$ cat src/rtl/adc_ctrl_pkg.sv
package adc_ctrl_pkg;

  //////////////////////////////////////////////////
  // ADS8168 timing on a 20 MHz clock
  //////////////////////////////////////////////////
  localparam int T_CONV_NS    = 660;         // Conversion time
  localparam int T_CYCLE_NS   = 1000;        // Minimum cycle time
  localparam int SPI_CLK_HZ   = 20_000_000;
  localparam int CLK_MHZ      = SPI_CLK_HZ / 1_000_000;
  localparam int CONV_CYCLES  = (T_CONV_NS * CLK_MHZ + 999) / 1000;   // Rounded up, 14
  localparam int CYCLE_CYCLES = (T_CYCLE_NS * CLK_MHZ + 999) / 1000;  // Rounded up, 20
  localparam int FRAME_BITS   = 16;          // One on-the-fly frame
  // n_cs high time covers both the conversion and the rest of the cycle
  localparam int CS_HIGH_CYCLES = (CONV_CYCLES > CYCLE_CYCLES - FRAME_BITS) ?
                                  CONV_CYCLES : (CYCLE_CYCLES - FRAME_BITS);
  localparam int CS_CNT_W     = $clog2(CS_HIGH_CYCLES);
  localparam int BIT_CNT_W    = $clog2(FRAME_BITS);
  localparam int N_CHANNELS   = 8;
  localparam int N_FRAMES     = N_CHANNELS + 1;  // Last frame flushes the final result

  // Command word fields
  localparam int OP_LSB   = 30;  // Opcode in 31:30
  localparam int TRIG_BIT = 29;
  localparam int CONT_BIT = 28;
  localparam int DELAY_W  = 26;  // Delay in 25:0

  localparam logic [1:0] OTF_PREFIX = 2'b10;  // On-the-fly request header

  typedef logic [31:0] cmd_word_t;
  typedef logic [31:0] data_word_t;
  typedef logic [15:0] sample_t;
  typedef logic [2:0]  chan_t;
  typedef logic [DELAY_W-1:0] delay_t;
  typedef logic [3:0]  frame_idx_t;

  typedef enum logic [1:0] {
    OP_NOP     = 2'b00,
    OP_ADC_RD  = 2'b01,
    OP_SET_ORD = 2'b10,
    OP_CANCEL  = 2'b11
  } cmd_op_e;

  typedef enum logic [2:0] {
    ST_IDLE, ST_DELAY, ST_TRIG_WAIT, ST_ADC_RD, ST_ERROR
  } seq_state_e;

  typedef struct packed {
    chan_t [N_CHANNELS-1:0] slot;  // Slot 0 in the low bits
  } chan_order_t;

  typedef struct packed {
    logic  start;    // One-cycle request
    chan_t chan;
    logic  capture;  // Keep the sample this frame returns
  } frame_req_t;

  typedef struct packed {
    logic    valid;
    sample_t data;
  } sample_beat_t;

  typedef struct packed {
    logic unexp_trig;
    logic cmd_buf_underflow;
    logic data_buf_overflow;
  } err_flags_t;

endpackage

$ cat src/rtl/chan_order_reg.sv
`timescale 1ns/1ps

module chan_order_reg (
  input  logic                      clk,
  input  logic                      resetn,
  input  logic                      load,      // SET_ORD accepted
  input  adc_ctrl_pkg::cmd_word_t   cmd_word,
  output adc_ctrl_pkg::chan_order_t order
);
  import adc_ctrl_pkg::*;

  // Identity order out of reset, slots packed 3 bits each from bit 0
  always_ff @(posedge clk) begin
    if (!resetn) begin
      for (int i = 0; i < N_CHANNELS; i++) begin
        order.slot[i] <= chan_t'(i);  // Slot k reads channel k
      end
    end else if (load) begin
      order <= chan_order_t'(cmd_word[$bits(chan_order_t)-1:0]);
    end
  end

endmodule

$ cat src/rtl/cmd_sequencer.sv
`timescale 1ns/1ps

module cmd_sequencer (
  input  logic                      clk,
  input  logic                      resetn,
  input  adc_ctrl_pkg::cmd_word_t   cmd_word,
  input  logic                      cmd_buf_empty,
  input  logic                      trigger,
  output logic                      cmd_word_rd_en,
  input  adc_ctrl_pkg::chan_order_t order,
  output logic                      order_load,
  output adc_ctrl_pkg::frame_req_t  frame_req,
  input  logic                      frame_done,
  input  logic                      overflow,
  output logic                      halt,
  output logic                      waiting_for_trig,
  output adc_ctrl_pkg::err_flags_t  err
);
  import adc_ctrl_pkg::*;

  seq_state_e state;
  seq_state_e accept_state;  // Where the head command leads
  cmd_op_e    op;            // Opcode at the buffer head
  logic       wait_trig;     // Trigger bit of the running command
  logic       expect_next;   // Continue bit of the running command
  delay_t     delay_timer;
  frame_idx_t frame_idx;
  frame_idx_t next_idx;
  logic       last_frame;
  logic       cmd_done;
  logic       cancel_wait;
  logic       accept;
  err_flags_t err_set;       // Errors seen this cycle
  logic       any_err;

  assign op = cmd_op_e'(cmd_word[OP_LSB +: 2]);

  //////////////////////////////////////////////////
  // Command finish, cancel and accept
  //////////////////////////////////////////////////
  assign cmd_done = (state == ST_DELAY && delay_timer == '0)
                    || (state == ST_TRIG_WAIT && trigger);
  // A queued CANCEL cuts a wait short
  assign cancel_wait = (state == ST_DELAY || state == ST_TRIG_WAIT)
                       && !cmd_buf_empty && op == OP_CANCEL;

  assign err_set.unexp_trig        = trigger && state != ST_TRIG_WAIT;
  assign err_set.cmd_buf_underflow = cmd_done && expect_next && cmd_buf_empty;
  assign err_set.data_buf_overflow = overflow;
  assign any_err = |err_set;

  // Take the head word when idle or when the running command ends
  assign accept = !cmd_buf_empty && !any_err && (state == ST_IDLE || cmd_done);
  assign cmd_word_rd_en = accept || (cancel_wait && !any_err);
  assign order_load     = accept && op == OP_SET_ORD;

  always_comb begin
    case (op)
      OP_NOP:    accept_state = cmd_word[TRIG_BIT] ? ST_TRIG_WAIT : ST_DELAY;
      OP_ADC_RD: accept_state = ST_ADC_RD;
      default:   accept_state = ST_IDLE;  // SET_ORD and a stray CANCEL
    endcase
  end

  // State register
  always_ff @(posedge clk) begin
    if (!resetn) begin
      state <= ST_IDLE;
    end else if (any_err) begin
      state <= ST_ERROR;  // Only reset leaves
    end else begin
      case (state)
        ST_IDLE: begin
          if (accept) state <= accept_state;
        end
        ST_DELAY, ST_TRIG_WAIT: begin
          if (cancel_wait)   state <= ST_IDLE;
          else if (accept)   state <= accept_state;  // Chain straight on
          else if (cmd_done) state <= ST_IDLE;
        end
        ST_ADC_RD: begin
          // Frames done, finish as a trigger wait or the rest of the delay
          if (frame_done && last_frame) state <= wait_trig ? ST_TRIG_WAIT : ST_DELAY;
        end
        default: state <= ST_ERROR;
      endcase
    end
  end

  // Trigger and continue bits of the accepted command
  always_ff @(posedge clk) begin
    if (!resetn) begin
      wait_trig   <= 1'b0;
      expect_next <= 1'b0;
    end else if (accept) begin
      wait_trig   <= (op == OP_NOP || op == OP_ADC_RD) && cmd_word[TRIG_BIT];
      expect_next <= (op == OP_NOP || op == OP_ADC_RD) && cmd_word[CONT_BIT];
    end else if (cancel_wait) begin
      expect_next <= 1'b0;  // Cancelled command expects nothing
    end
  end

  // Delay runs from accept, also through the ADC frames
  always_ff @(posedge clk) begin
    if (!resetn) begin
      delay_timer <= '0;
    end else if (accept && (op == OP_NOP || op == OP_ADC_RD)) begin
      delay_timer <= cmd_word[DELAY_W-1:0];
    end else if (delay_timer != '0) begin
      delay_timer <= delay_timer - 1'b1;
    end
  end

  //////////////////////////////////////////////////
  // Frame requests
  //////////////////////////////////////////////////
  assign last_frame = (frame_idx == frame_idx_t'(N_FRAMES - 1));
  assign next_idx   = (state == ST_ADC_RD) ? frame_idx + 1'b1 : '0;  // Zero on accept

  assign frame_req.start = (accept && op == OP_ADC_RD)
                           || (state == ST_ADC_RD && frame_done && !last_frame && !any_err);
  assign frame_req.chan    = order.slot[next_idx[$bits(chan_t)-1:0]];  // Frame 8 wraps to slot 0
  assign frame_req.capture = (next_idx != '0);  // Frame 0 returns stale data

  always_ff @(posedge clk) begin
    if (!resetn) begin
      frame_idx <= '0;
    end else if (accept && op == OP_ADC_RD) begin
      frame_idx <= '0;
    end else if (state == ST_ADC_RD && frame_done && !last_frame) begin
      frame_idx <= next_idx;
    end
  end

  // Sticky error flags
  always_ff @(posedge clk) begin
    if (!resetn) err <= '0;
    else         err <= err | err_set;
  end

  assign halt             = (state == ST_ERROR);
  assign waiting_for_trig = (state == ST_TRIG_WAIT);

endmodule

$ cat src/rtl/spi_frame_engine.sv
`timescale 1ns/1ps

module spi_frame_engine (
  input  logic                       clk,
  input  logic                       resetn,
  input  logic                       halt,
  input  adc_ctrl_pkg::frame_req_t   frame_req,
  output logic                       frame_done,
  output adc_ctrl_pkg::sample_beat_t beat,
  output logic                       n_cs,
  output logic                       mosi,
  input  logic                       miso
);
  import adc_ctrl_pkg::*;

  logic                  cs_wait;    // Holding n_cs high before the frame
  logic [CS_CNT_W-1:0]   cs_cnt;
  logic [BIT_CNT_W-1:0]  bit_cnt;    // Bits left in the frame
  logic [FRAME_BITS-1:0] mosi_sr;
  logic [FRAME_BITS-2:0] miso_sr;    // Last bit joins straight from the pin
  logic                  capture_q;
  logic                  last_bit;

  assign last_bit = !n_cs && bit_cnt == '0;
  assign mosi     = mosi_sr[FRAME_BITS-1];  // MSB first

  //////////////////////////////////////////////////
  // Chip select and bit timing
  //////////////////////////////////////////////////
  always_ff @(posedge clk) begin
    if (!resetn || halt) begin
      n_cs       <= 1'b1;  // Parked
      cs_wait    <= 1'b0;
      cs_cnt     <= '0;
      bit_cnt    <= '0;
      capture_q  <= 1'b0;
      frame_done <= 1'b0;
    end else begin
      frame_done <= last_bit;  // Lands with the n_cs rise
      if (frame_req.start) begin
        cs_wait   <= 1'b1;
        cs_cnt    <= CS_CNT_W'(CS_HIGH_CYCLES - 1);
        capture_q <= frame_req.capture;
      end else if (cs_wait) begin
        if (cs_cnt == '0) begin
          cs_wait <= 1'b0;
          n_cs    <= 1'b0;  // Frame starts
          bit_cnt <= BIT_CNT_W'(FRAME_BITS - 1);
        end else begin
          cs_cnt <= cs_cnt - 1'b1;
        end
      end else if (!n_cs) begin
        if (last_bit) n_cs <= 1'b1;
        else          bit_cnt <= bit_cnt - 1'b1;
      end
    end
  end

  // Request word loaded at start, shifted while selected
  always_ff @(posedge clk) begin
    if (!resetn) begin
      mosi_sr <= '0;
    end else if (frame_req.start) begin
      mosi_sr <= {OTF_PREFIX, frame_req.chan, {(FRAME_BITS - 5){1'b0}}};
    end else if (!n_cs) begin
      mosi_sr <= {mosi_sr[FRAME_BITS-2:0], 1'b0};
    end
  end

  // MISO sampled on every selected edge
  always_ff @(posedge clk) begin
    if (!n_cs) miso_sr <= {miso_sr[FRAME_BITS-3:0], miso};
  end

  // Sample out in the cycle n_cs rises
  always_ff @(posedge clk) begin
    if (last_bit) beat.data <= {miso_sr, miso};
    if (!resetn || halt) beat.valid <= 1'b0;
    else                 beat.valid <= last_bit && capture_q;
  end

endmodule

$ cat src/rtl/sample_packer.sv
`timescale 1ns/1ps

module sample_packer (
  input  logic                       clk,
  input  logic                       resetn,
  input  logic                       halt,
  input  adc_ctrl_pkg::sample_beat_t beat,
  input  logic                       data_buf_full,
  output logic                       data_word_wr_en,
  output adc_ctrl_pkg::data_word_t   data_word,
  output logic                       overflow
);
  import adc_ctrl_pkg::*;

  logic    have_low;  // Even beat held, waiting for its partner
  logic    pend;      // Word ready this cycle
  sample_t hold;

  always_ff @(posedge clk) begin
    if (!resetn || halt) begin
      have_low <= 1'b0;
      pend     <= 1'b0;
    end else begin
      pend <= beat.valid && have_low;  // Odd beat completes a pair
      if (beat.valid) have_low <= !have_low;
    end
  end

  // Low half first, new beat on top
  always_ff @(posedge clk) begin
    if (beat.valid && !have_low) hold <= beat.data;
    if (beat.valid && have_low) data_word <= {beat.data, hold};
  end

  // No back-pressure, a full buffer drops the word and flags it
  assign data_word_wr_en = pend && !data_buf_full;
  assign overflow        = pend && data_buf_full;

endmodule

$ cat src/rtl/adc_ctrl_top.sv
`timescale 1ns/1ps

module adc_ctrl_top (
  input  logic                     clk,
  input  logic                     resetn,
  // Command buffer, FWFT
  input  adc_ctrl_pkg::cmd_word_t  cmd_word,
  input  logic                     cmd_buf_empty,
  output logic                     cmd_word_rd_en,
  // Data buffer
  output logic                     data_word_wr_en,
  output adc_ctrl_pkg::data_word_t data_word,
  input  logic                     data_buf_full,
  input  logic                     trigger,
  output logic                     waiting_for_trig,
  output adc_ctrl_pkg::err_flags_t err,
  // ADC SPI
  output logic                     n_cs,
  output logic                     mosi,
  input  logic                     miso
);
  import adc_ctrl_pkg::*;

  chan_order_t  order;
  logic         order_load;
  frame_req_t   frame_req;
  logic         frame_done;
  sample_beat_t beat;
  logic         overflow;
  logic         halt;       // High in the error state

  chan_order_reg u_order (
    .clk      (clk),
    .resetn   (resetn),
    .load     (order_load),
    .cmd_word (cmd_word),
    .order    (order)
  );

  cmd_sequencer u_seq (
    .clk              (clk),
    .resetn           (resetn),
    .cmd_word         (cmd_word),
    .cmd_buf_empty    (cmd_buf_empty),
    .trigger          (trigger),
    .cmd_word_rd_en   (cmd_word_rd_en),
    .order            (order),
    .order_load       (order_load),
    .frame_req        (frame_req),
    .frame_done       (frame_done),
    .overflow         (overflow),
    .halt             (halt),
    .waiting_for_trig (waiting_for_trig),
    .err              (err)
  );

  spi_frame_engine u_spi (
    .clk        (clk),
    .resetn     (resetn),
    .halt       (halt),
    .frame_req  (frame_req),
    .frame_done (frame_done),
    .beat       (beat),
    .n_cs       (n_cs),
    .mosi       (mosi),
    .miso       (miso)
  );

  sample_packer u_pack (
    .clk             (clk),
    .resetn          (resetn),
    .halt            (halt),
    .beat            (beat),
    .data_buf_full   (data_buf_full),
    .data_word_wr_en (data_word_wr_en),
    .data_word       (data_word),
    .overflow        (overflow)
  );

endmodule

$ cat config.mk
export PLATFORM = sky130hd
export DESIGN_NAME = adc_ctrl_top
export DESIGN_NICKNAME = d
export VERILOG_FILES = /design/src/rtl/adc_ctrl_pkg.sv /design/src/rtl/chan_order_reg.sv /design/src/rtl/cmd_sequencer.sv /design/src/rtl/spi_frame_engine.sv /design/src/rtl/sample_packer.sv /design/src/rtl/adc_ctrl_top.sv
export SDC_FILE = /design/constraint.sdc
export NUM_CORES = 1
export LEC_CHECK = 0
export BUFFER_PORTS_ARGS = -buffer_cell sky130_fd_sc_hd__buf_2
export CAP_MARGIN = 20
export CORE_MARGIN = 5
export CORE_UTILIZATION = 45
export DETAILED_ROUTE_END_ITERATION = 8
export PLACE_DENSITY = 0.69
export SETUP_SLACK_MARGIN = 0.05
export SLEW_MARGIN = 40
export SYNTH_ARGS = -nofsm -noshare
export SYNTH_HDL_FRONTEND = slang
export SYNTH_HIERARCHICAL = 1
export SYNTH_SLANG_ARGS = --single-unit
export TNS_END_PERCENT = 1
$ cat constraint.sdc
create_clock -name clk -period 3.8 [get_ports clk]
set_input_delay 0.57 -clock clk [delete_from_list [all_inputs] [get_ports clk]]
set_output_delay 0.57 -clock clk [all_outputs]
set_load 0.01 [all_outputs]
==> results.sh <==
export IMPL_outcome="finished, final reports clean"
export IMPL_synthToLayoutAreaGrowth_pct=16.3
export IMPL_rows=45
export IMPL_drc_errors=0
export IMPL_core_sq_um=15000
export IMPL_r2r_cells=9
export IMPL_cts_root_buf="clkbuf_16"
export IMPL_grt_pass1_wl_mm=23.4
export IMPL_whs_endpoint="u_spi/miso_sr[0]"
export IMPL_rsz0062_at_grt="false"
export IMPL_diodes=0
export IMPL_netlist_top_cells_count="82 x dfxtp_1, 79 x edfxtp_1, 52 x nand2_1"
export IMPL_grt_antenna_before_repair=0
export IMPL_p_per_area_nw_per_um2=629
export IMPL_crit_arrival_ns=2.60
export IMPL_viasPerCell=5.47
export IMPL_cts_resized=0
export IMPL_seq_area_frac_synth_pct=58.8
export IMPL_tritoncts="done"
export IMPL_reg2reg_to="u_spi/bit_cnt[3]"
export IMPL_ys_warn_count=6
export IMPL_cts_setup_buffers=0
export IMPL_cap_violations=0
export IMPL_drt_initial_drc_count=268
export IMPL_hold_depth=1
export IMPL_path_clk_slew_ns=0.06
export IMPL_cts_buffers_inserted=17
export IMPL_synthesis_area_sq_um=6830
export IMPL_overflow=0
export IMPL_drt_total_wl_mm=14.1
export IMPL_synth_top_area_share_pct=34.8
export IMPL_power_leakage_uw=0.00295
export IMPL_yosysMostFrequentCell="dfxtp_1"
export IMPL_layout_min_cycle_time_ns=3.17
export IMPL_grt_util_all_layers_pct=16.3
export IMPL_timing_rr_start="u_seq/delay_timer[19]"
export IMPL_initial_core_util_pct=45.4
export IMPL_cts_buffer_depth=2
export IMPL_hold_violations=0
export IMPL_yosys_most_used_dff="dfxtp_1"
export IMPL_hp_class="in -> reg"
export IMPL_synth_cells=599
export IMPL_ant_nets=0
export IMPL_final_layout_size_suffix_gt1_share_pct=20.1
export IMPL_finalClockSkew_ns=0.0130
export IMPL_hold_start="miso"
export IMPL_ys_top_cells_by_area="edfxtp_1 35%, dfxtp_1 24%, mux2i_1 5.7%"
export IMPL_die_area_sq_um=17700
export IMPL_r2r_slack_ns=0.70
export IMPL_period_share_pct=83.5
export IMPL_path_class="reg -> out"
export IMPL_irDropWorstVdd_mv=0.510
export IMPL_avgSynthCellArea_sq_um=11.4
export IMPL_fill_cells=1265
export IMPL_synth_top_area_cell="edfxtp_1"
export IMPL_cts_hold_fix_buffers=0
export IMPL_clk_latency_ns=0.43
export IMPL_relSlewSlack_pct=50.8
export IMPL_io_pins=78
export IMPL_fin_nets=719
export IMPL_worstPathRequired_ns=3.23
export IMPL_synth_edff_count=79
export IMPL_critPathLaunchType="flop"
export IMPL_dr_pass1_iters=5
export IMPL_routabilityCongestion=0.894
export IMPL_htreeDepth=4
export IMPL_grt_max_degree=34
export IMPL_dpl_hpwl_mm=9.81
export IMPL_portBuffers=75
export IMPL_wl_per_cell_um=16.1
export IMPL_die_x_um=133
export IMPL_final_util_pct=52.8
export IMPL_clock_sinks=161
export IMPL_timing_worst_slew_pin_value_ns=0.733
export IMPL_ys_ff_latch=161
export IMPL_report_final_slew_viol_count=0
export IMPL_fmax_mhz=315
export IMPL_setup_tns_ns=0
export IMPL_async_flop_share_pct=0
export IMPL_via_count=4785
export IMPL_setup_violations=0
export IMPL_cp_max_fo=8
export IMPL_syn_nets=645
export IMPL_ys_types=67
export IMPL_die_y_um=133
export IMPL_grt_pass1_vias=4692
export IMPL_cp_end_kind="primary output"
==> flip-flops by register name, summed over array words and instances, names as in the netlist, 3 cells and up <==
| signal | flops |
|---|---|
| u_pack/hold | 16 |
| u_spi/cs_cnt | 4 |
| u_order/order | 24 |
| u_seq/frame_idx | 4 |
| u_spi/bit_cnt | 4 |
| u_spi/beat | 17 |
| u_seq/delay_timer | 26 |
| u_seq/state | 3 |
| u_spi/miso_sr | 15 |
| u_pack/data_word | 32 |
| u_spi/mosi_sr | 5 |
| u_seq/err | 3 |
==> worst max-delay path by stage <==
stage | startpoint | endpoint | slack, ns | cells after the start
after floorplan | u_seq/delay_timer[19] | u_spi/mosi_sr[12] | 0.94 | 10
after global placement | u_seq/delay_timer[19] | u_spi/mosi_sr[13] | 0.82 | 10
after detailed placement | data_buf_full | u_spi/mosi_sr[13] | 0.75 | 10
after CTS | u_seq/delay_timer[19] | cmd_word_rd_en | 0.61 | 7
after global routing | u_seq/delay_timer[19] | u_spi/bit_cnt[3] | 0.40 | 9
final | u_seq/delay_timer[19] | cmd_word_rd_en | 0.63 | 7
==> placed cells by master, fill, tap and decap left out, types with 6 or more instances in the layout <==
cell and instances:
nand3_1 25, clkbuf_16 17, nor3_1 22, xor2_1 9, a21oi_1 42, inv_1 15
nor2b_1 15, edfxtp_1 79, nand2_1 52, dfxtp_1 82, o21ai_1 10, nor2_1 37
ha_1 8, mux2_2 7, o21ai_0 7, nor4_1 6, xnor2_1 16, buf_2 75
a211oi_1 6, mux2i_1 39, buf_4 9
==> cell type report <==
cell class	instances	area [sq um]	area share [%]
Inverter	16	60.1	0.757
Clock buffer	19	443	5.58
Tap cell	188	235	2.96
Clock inverter	13	144	1.81
Multi-Input combinational cell	393	2600	32.7
Sequential cell	161	4010	50.6
Timing Repair Buffer	84	443	5.58
==> critical path, stage by stage, from the launching register on <==
cell     delay (ns)
dfxtp_1        0.34
or4_1          0.61
or4_1          0.44
nor3_2         0.11
buf_4          0.19
a211o_1        0.27
a21oi_1        0.07
buf_2          0.15
==> power breakdown <==
part / switching (uW) / internal [uW] / total [uW] / leakage (uW)
registers: 149 / 1950 / 2100 / 0.00138
logic: 670 / 540 / 1210 / 0.00128
clock network: 739 / 947 / 1690 / 0.000287
==> logic make-up (layout without fill, tap and decap cells) <==
logic type,count (synthesis),after routing,synth area share (%)
AND/OR/NAND/NOR,209,209,16.4
AO/OA/AOI/OAI,105,105,9.90
adder cells (fa/ha/maj),8,8,1.47
flip-flops,161,161,58.8
XOR/XNOR,25,25,3.21
buffers and inverters,45,132,3.30
multiplexers,46,46,6.87
==> through the flow <==
stage               instance area (sq um)  hold WS [ns]  setup WS (ns)  power, uW  std cells
CTS                                  7940         0.337          0.612       5030        874
global route                         7940         0.348          0.396       5270        874
floorplan                            6830         0.400          0.942       3050        599
global placement                     7340         0.401          0.820       3290        842
finish                               7940         0.350          0.627       4990        874
detailed placement                   7350         0.405          0.753       3320        842
==> layer usage <==
metal | GRT usage [%] | vias up | share of wire, % | wire length, um
li1 | - | 2336 | - | -
met1 | 20.9 | 2299 | 44 | 6270
met2 | 26.4 | 125 | 48 | 6800
met3 | 4.27 | 25 | 5.1 | 713
met4 | 6.86 | 0 | 2.2 | 315
met5 | 0 | - | 0 | 0
Note: power is estimated with default switching activity, not from simulation.
